### src/saturn_macros.svh
// Saturn bus front end sizing macros
// Shared by the packages, the RTL and the testbench

`ifndef SATURN_MACROS_SVH
`define SATURN_MACROS_SVH

// Program list depth as log2, 32 entries
`define SATURN_LIST_AW 5

// Nibbles per address word (20-bit addresses)
`define SATURN_ADDR_NIBBLES 5

// Longest store burst in nibbles
`define SATURN_MAX_STORE 4

`endif

### src/saturn_bus_pkg.sv
// Bus-side types for the Saturn nibble bus
// Phases, command codes and the 5-bit program word

package saturn_bus_pkg;

    // One-hot bus phase, rotates P0 -> P3
    typedef enum logic [3:0] {
        PH_SEND  = 4'b0001,  // Put command/data or read strobe on the bus
        PH_LOWER = 4'b0010,  // Drop the bus strobe
        PH_READ  = 4'b0100,  // Sample read data, settle busy
        PH_IDLE  = 4'b1000
    } bus_phase_t;

    // Command nibbles understood by the memory side
    typedef enum logic [3:0] {
        CMD_PC_READ  = 4'h0,
        CMD_DP_WRITE = 4'h1,
        CMD_DP_READ  = 4'h2,
        CMD_LOAD_PC  = 4'h4,
        CMD_LOAD_DP  = 4'h5
    } bus_cmd_e;

    // Payload nibble, meaning set by is_cmd
    typedef union packed {
        bus_cmd_e    cmd;   // Command view
        logic [3:0]  data;  // Raw nibble view
    } prog_nibble_u;

    // Bit 4 flags a command, bits 3:0 carry the nibble
    typedef struct packed {
        logic         is_cmd;
        prog_nibble_u nib;
    } prog_word_t;

    function automatic prog_word_t cmd_word(input bus_cmd_e cmd);
        prog_word_t w;
        w.is_cmd  = 1'b1;
        w.nib.cmd = cmd;
        return w;
    endfunction

    function automatic prog_word_t data_word(input logic [3:0] nibble);
        prog_word_t w;
        w.is_cmd   = 1'b0;
        w.nib.data = nibble;
        return w;
    endfunction

endpackage

### src/saturn_req_pkg.sv
// Request-side types for the Saturn bus front end
// Kind of memory request and the request bundle

`include "saturn_macros.svh"

package saturn_req_pkg;

    // What the request asks the bus to do
    typedef enum logic [1:0] {
        REQ_JUMP  = 2'd0,  // New PC, start fetching
        REQ_STORE = 2'd1,  // Write 1..4 nibbles at addr
        REQ_FETCH = 2'd2   // Point DP at addr and read
    } req_kind_e;

    localparam int ADDR_W = 4 * `SATURN_ADDR_NIBBLES;
    localparam int DATA_W = 4 * `SATURN_MAX_STORE;
    localparam int LEN_W  = $clog2(`SATURN_MAX_STORE + 1);

    // Full request as seen on the strobe interface
    typedef struct packed {
        req_kind_e          kind;
        logic [ADDR_W-1:0]  addr;  // Sent low nibble first
        logic [DATA_W-1:0]  data;  // Store payload, low nibble first
        logic [LEN_W-1:0]   len;   // Store length, 1 to 4
    } bus_req_t;

endpackage

### src/saturn_phase_gen.sv
// Four-phase generator for the nibble bus
// One-hot ring advanced once per enabled clock

module saturn_phase_gen (
    input  logic                     i_clk,
    input  logic                     i_reset,
    input  logic                     i_clk_en,
    output saturn_bus_pkg::bus_phase_t o_phase
);

    import saturn_bus_pkg::*;

    always_ff @(posedge i_clk) begin
        if (i_reset) begin
            o_phase <= PH_SEND;  // Start of a bus cycle
        end else if (i_clk_en) begin
            // Rotate left, P3 wraps to P0
            o_phase <= bus_phase_t'({o_phase[2:0], o_phase[3]});
        end
    end

endmodule

### src/saturn_bus_sequencer.sv
// Bus request sequencer
// Turns one JUMP/STORE/FETCH request into its list of bus program words

`include "saturn_macros.svh"

module saturn_bus_sequencer (
    input  logic                        i_clk,
    input  logic                        i_reset,
    input  logic                        i_req_valid,
    input  saturn_req_pkg::bus_req_t    i_req,
    output logic                        o_req_ready,
    input  logic                        i_list_full,
    output logic                        o_push,
    output saturn_bus_pkg::prog_word_t  o_word,
    output logic                        o_no_read
);

    import saturn_bus_pkg::*;
    import saturn_req_pkg::*;

    // Step numbering: 0 opening cmd, 1..5 address, 6 closing cmd, 7.. store data
    localparam int STEP_W = $clog2(`SATURN_ADDR_NIBBLES + `SATURN_MAX_STORE + 2);
    localparam logic [STEP_W-1:0] STEP_CLOSE = STEP_W'(`SATURN_ADDR_NIBBLES + 1);

    logic                  r_active;   // Words still to emit
    logic [STEP_W-1:0]     r_step;
    req_kind_e             r_kind;
    logic [LEN_W-1:0]      r_len;
    logic [ADDR_W-1:0]     r_addr;     // Shifts out low nibble first
    logic [DATA_W-1:0]     r_data;     // Same for store payload

    logic [STEP_W-1:0]     last_step;
    bus_cmd_e              open_cmd;
    bus_cmd_e              close_cmd;
    logic                  accept;

    assign o_req_ready = !r_active;
    assign accept      = i_req_valid && o_req_ready;
    assign o_push      = r_active && !i_list_full;  // Hold while list is full

    // Commands framing the address for each kind
    always_comb begin
        case (r_kind)
            REQ_JUMP: begin
                open_cmd  = CMD_LOAD_PC;
                close_cmd = CMD_PC_READ;
            end
            REQ_STORE: begin
                open_cmd  = CMD_LOAD_DP;
                close_cmd = CMD_DP_WRITE;
            end
            default: begin
                open_cmd  = CMD_LOAD_DP;
                close_cmd = CMD_DP_READ;
            end
        endcase
    end

    // Stores run past the closing command by their length
    assign last_step = (r_kind == REQ_STORE) ? STEP_CLOSE + STEP_W'(r_len) : STEP_CLOSE;

    always_comb begin
        if (r_step == '0)
            o_word = cmd_word(open_cmd);
        else if (r_step < STEP_CLOSE)
            o_word = data_word(r_addr[3:0]);  // Address nibble
        else if (r_step == STEP_CLOSE)
            o_word = cmd_word(close_cmd);
        else
            o_word = data_word(r_data[3:0]);  // Store nibble
    end

    always_ff @(posedge i_clk) begin
        if (i_reset) begin
            r_active  <= 1'b0;
            r_step    <= '0;
            o_no_read <= 1'b1;  // No reads until a JUMP or FETCH
        end else if (accept) begin
            r_active  <= 1'b1;
            r_step    <= '0;
            o_no_read <= (i_req.kind == REQ_STORE);
        end else if (o_push) begin
            r_step <= r_step + 1'b1;
            if (r_step == last_step)
                r_active <= 1'b0;  // Last word pushed, ready again
        end
    end

    // Request payload and nibble shifters
    always_ff @(posedge i_clk) begin
        if (accept) begin
            r_kind <= i_req.kind;
            r_len  <= i_req.len;
            r_addr <= i_req.addr;
            r_data <= i_req.data;
        end else if (o_push) begin
            if (r_step != '0 && r_step < STEP_CLOSE)
                r_addr <= r_addr >> 4;
            if (r_step > STEP_CLOSE)
                r_data <= r_data >> 4;
        end
    end

endmodule

### src/saturn_bus_prog_list.sv
// Circular program list between the sequencer and the bus controller
// Written by push, drained by pop, head read without latency

`include "saturn_macros.svh"

module saturn_bus_prog_list #(
    parameter int AW = `SATURN_LIST_AW
) (
    input  logic                        i_clk,
    input  logic                        i_reset,
    input  logic                        i_push,
    input  saturn_bus_pkg::prog_word_t  i_word,
    input  logic                        i_pop,
    output saturn_bus_pkg::prog_word_t  o_head,
    output logic                        o_more,
    output logic                        o_full
);

    import saturn_bus_pkg::*;

    localparam int DEPTH = 2 ** AW;

    prog_word_t        mem [DEPTH];
    logic [AW-1:0]     wr_ptr;
    logic [AW-1:0]     rd_ptr;
    logic [AW-1:0]     wr_next;

    assign wr_next = wr_ptr + 1'b1;
    assign o_more  = (wr_ptr != rd_ptr);   // Words left to send
    assign o_full  = (wr_next == rd_ptr);  // One slot kept free
    assign o_head  = mem[rd_ptr];

    always_ff @(posedge i_clk) begin
        if (i_reset) begin
            wr_ptr <= '0;
            rd_ptr <= '0;
        end else begin
            if (i_push && !o_full)
                wr_ptr <= wr_next;
            if (i_pop && o_more)
                rd_ptr <= rd_ptr + 1'b1;
        end
    end

    // Storage has no reset
    always_ff @(posedge i_clk) begin
        if (i_push && !o_full)
            mem[wr_ptr] <= i_word;
    end

endmodule

### src/saturn_bus_controller.sv
// Four-phase nibble bus master
// Sends queued program words, runs read cycles when idle, tracks busy

module saturn_bus_controller (
    input  logic                        i_clk,
    input  logic                        i_reset,
    input  logic                        i_clk_en,
    input  saturn_bus_pkg::bus_phase_t  i_phase,
    input  logic                        i_more,
    input  saturn_bus_pkg::prog_word_t  i_head,
    output logic                        o_pop,
    input  logic                        i_no_read,
    output logic                        o_bus_clk_en,
    output logic                        o_bus_is_data,
    output logic [3:0]                  o_bus_nibble_out,
    input  logic [3:0]                  i_bus_nibble_in,
    output logic [3:0]                  o_read_nibble,
    output logic                        o_read_valid,
    output logic                        o_bus_busy
);

    import saturn_bus_pkg::*;

    logic send_word;     // P0 with a queued word
    logic start_read;    // P0, nothing queued, reads on
    logic capture;
    logic read_pending;  // A read strobe went out this cycle

    assign send_word  = i_clk_en && (i_phase == PH_SEND) && i_more;
    assign start_read = i_clk_en && (i_phase == PH_SEND) && !i_more && !i_no_read;
    assign capture    = i_clk_en && (i_phase == PH_READ) && !o_bus_busy && read_pending;
    assign o_pop      = send_word;  // Word leaves the list as it goes out

    always_ff @(posedge i_clk) begin
        if (i_reset) begin
            o_bus_clk_en <= 1'b0;
            o_bus_busy   <= 1'b1;
            read_pending <= 1'b0;
            o_read_valid <= 1'b0;
        end else begin
            o_read_valid <= capture;  // One clock after the sample
            if (i_clk_en) begin
                case (i_phase)
                    PH_SEND: begin
                        if (send_word) begin
                            o_bus_clk_en <= 1'b1;
                            o_bus_busy   <= 1'b1;
                        end else if (start_read) begin
                            o_bus_clk_en <= 1'b1;
                            read_pending <= 1'b1;
                        end
                    end
                    PH_LOWER: o_bus_clk_en <= 1'b0;  // Strobe lasts one enabled clock
                    PH_READ: begin
                        read_pending <= 1'b0;
                        if (!i_more && o_bus_busy)
                            o_bus_busy <= 1'b0;  // Whole program is out
                    end
                    default: ;  // P3 has no bus action
                endcase
            end
        end
    end

    // Bus payload, meaningful only while the strobe is up
    always_ff @(posedge i_clk) begin
        if (send_word) begin
            o_bus_is_data    <= !i_head.is_cmd;
            o_bus_nibble_out <= i_head.nib.data;
        end else if (start_read) begin
            o_bus_is_data    <= 1'b1;
        end
        if (capture)
            o_read_nibble <= i_bus_nibble_in;
    end

endmodule

### src/saturn_bus_top.sv
// Saturn nibble bus front end
// Sequencer feeds the program list, controller drains it onto the bus

`include "saturn_macros.svh"

module saturn_bus_top (
    input  logic                      i_clk,
    input  logic                      i_reset,
    input  logic                      i_clk_en,
    input  logic                      i_req_valid,
    input  saturn_req_pkg::bus_req_t  i_req,
    output logic                      o_req_ready,
    output logic                      o_bus_clk_en,
    output logic                      o_bus_is_data,
    output logic [3:0]                o_bus_nibble_out,
    input  logic [3:0]                i_bus_nibble_in,
    output logic [3:0]                o_read_nibble,
    output logic                      o_read_valid,
    output logic                      o_bus_busy
);

    import saturn_bus_pkg::*;

    bus_phase_t  phase;
    logic        push;
    prog_word_t  push_word;
    logic        list_full;
    logic        pop;
    prog_word_t  head_word;
    logic        more;
    logic        no_read;

    saturn_phase_gen u_phase_gen (
        .i_clk    (i_clk),
        .i_reset  (i_reset),
        .i_clk_en (i_clk_en),
        .o_phase  (phase)
    );

    saturn_bus_sequencer u_sequencer (
        .i_clk       (i_clk),
        .i_reset     (i_reset),
        .i_req_valid (i_req_valid),
        .i_req       (i_req),
        .o_req_ready (o_req_ready),
        .i_list_full (list_full),
        .o_push      (push),
        .o_word      (push_word),
        .o_no_read   (no_read)
    );

    saturn_bus_prog_list #(
        .AW (`SATURN_LIST_AW)
    ) u_prog_list (
        .i_clk   (i_clk),
        .i_reset (i_reset),
        .i_push  (push),
        .i_word  (push_word),
        .i_pop   (pop),
        .o_head  (head_word),
        .o_more  (more),
        .o_full  (list_full)
    );

    saturn_bus_controller u_controller (
        .i_clk            (i_clk),
        .i_reset          (i_reset),
        .i_clk_en         (i_clk_en),
        .i_phase          (phase),
        .i_more           (more),
        .i_head           (head_word),
        .o_pop            (pop),
        .i_no_read        (no_read),
        .o_bus_clk_en     (o_bus_clk_en),
        .o_bus_is_data    (o_bus_is_data),
        .o_bus_nibble_out (o_bus_nibble_out),
        .i_bus_nibble_in  (i_bus_nibble_in),
        .o_read_nibble    (o_read_nibble),
        .o_read_valid     (o_read_valid),
        .o_bus_busy       (o_bus_busy)
    );

endmodule

### config.mk
export PLATFORM = sky130hd
export DESIGN_NAME = saturn_bus_top
export DESIGN_NICKNAME = d
export VERILOG_FILES = /design/src/saturn_bus_pkg.sv /design/src/saturn_req_pkg.sv /design/src/saturn_phase_gen.sv /design/src/saturn_bus_sequencer.sv /design/src/saturn_bus_prog_list.sv /design/src/saturn_bus_controller.sv /design/src/saturn_bus_top.sv
export VERILOG_INCLUDE_DIRS = /design/src
export SDC_FILE = /design/constraint.sdc
export NUM_CORES = 1
export LEC_CHECK = 0
export ABC_CLOCK_PERIOD_IN_PS = 4000
export BUFFER_PORTS_ARGS = -buffer_cell sky130_fd_sc_hd__buf_2
export CAP_MARGIN = 20
export CORE_ASPECT_RATIO = 1.75
export CORE_UTILIZATION = 36
export CTS_BUF_LIST = sky130_fd_sc_hd__clkbuf_4
export DETAILED_ROUTE_END_ITERATION = 16
export PLACE_DENSITY = 0.53
export SLEW_MARGIN = 40
export SYNTH_ARGS = -nofsm -noshare
export SYNTH_HDL_FRONTEND = slang
export SYNTH_SLANG_ARGS = --single-unit
### constraint.sdc
create_clock -name i_clk -period 4 [get_ports i_clk]
set_clock_uncertainty 0.05 [all_clocks]
set_input_delay 0.4 -clock i_clk [delete_from_list [all_inputs] [get_ports i_clk]]
set_output_delay 0.4 -clock i_clk [all_outputs]
set_load 0.005 [all_outputs]
# Word level (Yosys, flattened, before mapping)
# Memory sizes are Yosys's and may differ from the RTL's. A register that Yosys moved wholly into a read port is not among the register bits.
# Cells that the tools add are included.
[totals]
reg_bits = 74
ramBits = 160
in_bits = 49
memories = 1
[op_classes]
reduce_logical = 36
order_cmp = 2
eq_ne = 14
n_addsub = 4
mux = 28
[mem_list]
columns = ["memory", "depth", "word_bits", "rd", "rd_ports_with_merged_regs", "wr", "line_no", "text"]
rows = [
  ["u_prog_list.mem", 32, 5, 1, 1, 1, "saturn_bus_prog_list.sv:23", "prog_word_t mem [DEPTH];"],
]
[op_table]
columns = ["cell", "count"]
rows = [
  ["20-bit 2-to-1 mux", 3],
  ["16-bit 2-to-1 mux", 3],
  ["5-bit 2-to-1 mux", 5],
  ["2-bit nonzero test", 7],
  ["1-bit logical AND", 13],
  ["1-bit 2-to-1 mux", 12],
  ["5-bit by 1-bit adder with 5-bit output (second input constant)", 2],
  ["4-bit by 3-bit equality test with 1-bit output (second input constant)", 2],
  ["4-bit AND reduction", 2],
  ["1-bit zero test", 6],
  ["2-bit != test (second input constant)", 3],
  ["1-bit case mux with 2 select lines", 3],
  ["2-bit AND reduction", 3],
  ["5-bit equality test", 1],
  ["5-bit != test", 1],
  ["3-bit by 3-bit adder with 4-bit output (first input constant)", 1],
  ["4-bit by 1-bit adder with 4-bit output (second input constant)", 1],
  ["2-bit by 1-bit equality test with 1-bit output (second input constant)", 2],
  ["4-bit by 1-bit equality test with 1-bit output (second input constant)", 1],
  ["4-bit by 2-bit equality test with 1-bit output (second input constant)", 1],
  ["4-bit equality test", 1],
  ["4-bit by 3-bit greater-than comparator with 1-bit output (second input constant)", 1],
  ["4-bit zero test", 1],
  ["4-bit by 3-bit < comparator with 1-bit output (second input constant)", 1],
  ["8 further kinds", 8],
]

# Depth between registers and ports, before layout
[depth]
word_depth = 7
ltp_mapped = 7

# Modules after synthesis
# A second synthesis with hierarchy kept.
[unflattened]
cells_unflattened = 554
hier_area_um2 = 9990.8
[modules_own_cells]
columns = ["mod", "seq_area_each_um2", "area_each_um2", "cells_each", "n_inst"]
rows = [
  ["saturn_bus_prog_list", 5104.9, 7011.7, 353, 1],
  ["saturn_bus_sequencer", 1351.3, 2317.2, 153, 1],
  ["saturn_bus_controller", 350.3, 518.0, 35, 1],
  ["saturn_phase_gen", 80.1, 143.9, 13, 1],
]

# Worst setup path after synthesis
# OpenSTA, ideal clock, no wires.
[synth_path]
kind = "register to register"
from = "register u_prog_list.wr_ptr[0]"
to = "register u_sequencer.r_data[0] (enable)"
setup_ps = 414
path_slack_ps = 1031
required_time_ps = 3536
t_arrival_ps = 2505
path_stages_with_launch = 7
period_less_slack_ps = 2969
cell_sequence = "dfxtp_1 > inv_1 > ha_1 > xor2_1 > a211oi_1 > o211a_2 > o31ai_1"
[synth_between]
elab_chain_len = 6
[synth_lines]
columns = ["item", "line_no", "text"]
rows = [
  ["start: declaration", "saturn_bus_prog_list.sv:24", "logic [AW-1:0] wr_ptr;"],
  ["start signal: assignment", "saturn_bus_prog_list.sv:39", "wr_ptr <= wr_next;"],
  ["5-bit by 1-bit adder with 5-bit output", "saturn_bus_prog_list.sv:28", "assign wr_next = wr_ptr + 1'b1;"],
  ["named net u_prog_list.wr_next[0]", "saturn_bus_prog_list.sv:26", "logic [AW-1:0] wr_next;"],
  ["5-bit equality test", "saturn_bus_prog_list.sv:30", "assign o_full = (wr_next == rd_ptr);"],
  ["1-bit zero test", "saturn_bus_sequencer.sv:39", "assign o_push = r_active && !i_list_full;"],
  ["1-bit logical AND", "saturn_bus_sequencer.sv:39", ""],
  ["2-bit nonzero test (no line)", "n/a", ""],
  ["2-bit AND reduction (no line)", "n/a", ""],
  ["end signal: assignment", "saturn_bus_sequencer.sv:95", "r_data <= i_req.data;"],
  ["end signal: assignment", "saturn_bus_sequencer.sv:100", "r_data <= r_data >> 4;"],
  ["end: declaration", "saturn_bus_sequencer.sv:30", "logic [DATA_W-1:0] r_data;"],
]
# The timed path passes the listed nets, and every way through them passes these cells.
# A chain may end at the register's enable or synchronous reset.

# Worst setup path in the final report
[layout_path]
from = "register u_prog_list.wr_ptr[1]"
to = "memory u_prog_list.mem[12][0] in the netlist's numbering (enable)"
[layout_between]
elab_chain_len = 7
[layout_lines]
columns = ["item", "line_no", "text"]
rows = [
  ["5-bit by 1-bit adder with 5-bit output", "saturn_bus_prog_list.sv:28", ""],
  ["5-bit equality test", "saturn_bus_prog_list.sv:30", ""],
  ["1-bit zero test", "saturn_bus_sequencer.sv:39, saturn_bus_prog_list.sv:47", ""],
  ["1-bit logical AND", "saturn_bus_sequencer.sv:39", ""],
  ["1-bit logical AND", "saturn_bus_prog_list.sv:47", "if (i_push && !o_full)"],
  ["1-bit 2-to-1 mux", "saturn_bus_prog_list.sv:47", ""],
  ["1-bit 2-to-1 mux (not written as such)", "saturn_bus_prog_list.sv:48", "mem[wr_ptr] <= i_word;"],
  ["end: declaration", "saturn_bus_prog_list.sv:23", ""],
]
# Several ways; a longest one is shown, not always the timed one.

==> flow_summary_export.csv <==
group,metric,value,unit
status,status,"finished clean",
synthesis,synth_top_family_by_area,"multiplexers",
synthesis,synth-main-ff-cell,"edfxtp_1",
synthesis,netlist-cell-type-count,54,
global_routing,grt_pass1_wl,34500,um
floorplan,fp.dieW,127,um
sta,setup_tns,0,ns
sta,layout_min_cycle_time,3.03,ns
min_path,hold_path_startpoint,"i_reset",
synthesis,synth_cells,632,
synthesis,synthAdderAreaFrac,1.15,%
placement,dpl.hpwl,15200,um
setup_path,path_class,"reg2reg",
synthesis,synthMuxAreaShare,12.1,%
synthesis,synth-simple-area-share,10.0,%
clock_tree,ctsHoldBuffers,47,
setup_path,cp_max_fo,10,
clock_tree,path_clk_slew,0.07,ns
clock_tree,cts_buffers,54,
setup_path,rr_startpoint,"u_prog_list.wr_ptr[1]$_SDFFE_PP0P_",
floorplan,dieArea,0.0280,mm^2
power,power.leakage,4.10,nW
clock_tree,cts.sinks,239,
synthesis,avgSynthCellArea,15.5,um^2
sta,finalHoldViolCount,0,
setup_path,startpoint,"u_prog_list.wr_ptr[1]$_SDFFE_PP0P_",
floorplan,core,0.0267,mm^2
placement,gp_congestion,0.783,
synthesis,synth-seq-cells,239,
power,vdd_drop_max,0.000213,V
final_layout,final_cell_mix,"210 x edfxtp_1, 98 x nand2_1, 80 x clkbuf_4",
synthesis,synthArstFlopShare,0,%
detailed_routing,drc,0,
flow_run,max_cap_violations,0,
global_routing,grt_use_total,16.7,%
synthesis,ys_seq_area_share,70.1,%
synthesis,synth_enable_flop_cells,210,
final_layout,final_nets,833,
synthesis,yosys_warnings,0,
sta,setup_violations,0,
floorplan,io_pins,62,
synthesis,syn_nets,690,
detailed_routing,via_per_inst,5.03,
global_routing,grt_pass1_vias,6251,
sta,rsz0062_at_grt,"no",
setup_path,crit_path_top_delay_cell,"nor3_1",
detailed_routing,routedWlPerCell,19.6,um
sta,finalCritPeriodShare,75.8,%
clock_tree,cts_resized,0,
synthesis,synth_area,0.00982,mm^2
final_layout,fin_cells,1142,
setup_path,critPathCaptureType,"register",
sta,max_freq,0.330,GHz
power,power_density,442,mW/mm^2
final_layout,drive_above_1_share,26.3,%
placement,port-buffer-count,61,
final_layout,layout_commonest_cell,"edfxtp_1",
global_routing,antenna_found_initial,1,
final_layout,fin_util,43.7,%
setup_path,start_kind,"register",
floorplan,die_h,221,um
final_layout,area_growth,18.9,%
clock_tree,cts_root_buf,"clkbuf_4",
setup_path,cp_data_required_time,4.27,ns
clock_tree,cts_tree,"done",
setup_path,arrival,3.30,ns
synthesis,synth_xor_area_share,1.34,%
detailed_routing,postRouteAntennaNets,0,
detailed_routing,wl,22400,um
clock_tree,clock_latency,0.71,ns
floorplan,floorplan.initialDensity,36.8,%
sta,final_max_slew_viol_count,0,
detailed_routing,drtPass1Iterations,4,
setup_path,max_stage_delay,0.72,ns
placement,dp_cells,996,
sta,tightest_slew,0.780,ns
detailed_routing,vias,5748,
global_routing,overflow,0,
synthesis,synth-compound-area-share,3.43,%
min_path,hold_class,"in2reg",
clock_tree,clockBufferDepth,3,
detailed_routing,drt_iter0_drc,311,
clock_tree,postCtsSetupBuffers,0,
setup_path,path_cells,"ha_1 -> xnor2_1 -> a22oi_1 -> o211ai_2 -> nand3_1 -> nor3_1",
global_routing,grt_max_degree,45,
clock_tree,htreeDepth,2,
floorplan,rows,79,
sta,relSlewSlack,48.0,%
[registers in the layout (all words and copies together), names as in the netlist, 2 cells and up, named ones only]
name / cells
u_prog_list.mem: 160
u_sequencer.r_addr: 20
u_sequencer.r_data: 16
u_prog_list.rd_ptr: 5
u_prog_list.wr_ptr: 5
u_controller.o_bus_nibble_out: 4
u_controller.o_read_nibble: 4
u_phase_gen.o_phase: 4
u_sequencer.r_step: 4
u_sequencer.r_len: 3
u_sequencer.r_kind: 2
[report_power, final]
part / internal [mW] / switching [mW]
combinational: 0.181 / 0.229
sequential: 2.80 / 0.0409
clock: 0.978 / 0.936
[final timing paths]
check                                         to  slack, ns  cells past startpoint
max             u_prog_list.mem[12][0]$_DFFE_PP_       0.97                      6
min          u_phase_gen.o_phase[1]$_SDFFE_PP0P_       0.13                      2
max reg2reg     u_prog_list.mem[12][0]$_DFFE_PP_       0.97                      6
min reg2reg  u_phase_gen.o_phase[3]$_SDFFE_PP0P_       0.46                      2
[logic make-up (layout without fill, tap and decap cells)]
kind of cell               after synthesis  in the layout
adders and majority gates                9              9
muxes                                   58             58
and+or+nand+nor                        218            218
AOI/OAI and AO/OA                       49             49
buffers and inverters                   44            229
xor gates and xnor gates                15             15
other                                    0              1
DFF                                    239            239
[worst max-delay path, delay by kind of cell, from the launching register on]
family,cells,cell delay [ns]
xor+xnor,1,0.15
flops,1,0.44
simple gates,2,1.20
fa+ha+maj,1,0.29
compound gates,2,0.51
[per-stage QoR]
step,worst slack (ns),total power [mW],cell area (um^2),hold slack [ns]
2_1_floorplan,1.03,3.13,9820,0.424
3_3_place_gp,1.05,3.26,10500,0.437
3_5_place_dp,0.935,3.28,10500,0.454
4_1_cts,0.951,5.24,11700,0.0548
5_1_grt,0.741,5.38,11700,0.107
6_report,0.967,5.16,11700,0.127
[cell type report]
type / count / area, um^2
clock buffers: 80 / 601
inverters: 15 / 56.3
fillers: 2414 / 15000
flip-flops and latches: 239 / 6890
repair buffers: 116 / 848
multi-input cells: 349 / 2780
well taps: 324 / 405
diodes: 1 / 2.50
clock inverters: 18 / 93.8
[per-layer routing]
layer	vias to the layer above	track usage, %	wire length, um
met5	-	0	0
met4	0	7.94	747
met3	52	2.88	874
met2	153	33.7	13200
met1	2830	16.0	7620
li1	2713	-	-
[cell usage after synthesis, types with 5 or more instances]
cell	n	area share [%]
xor2_1	9	0.80
mux4_2	48	11
xnor2_1	6	0.53
o21ai_0	7	0.36
nand3_1	13	0.66
and2_1	10	0.64
clkbuf_1	21	0.80
a21oi_1	8	0.41
dfxtp_1	29	5.9
nand2_1	98	3.7
ha_1	9	1.1
a31oi_1	5	0.32
nand3b_1	5	0.38
nor2_1	52	2.0
inv_1	14	0.53
nor2b_1	9	0.57
nor3_1	8	0.41
edfxtp_1	210	64
Note: power is estimated with default switching activity, not from simulation.
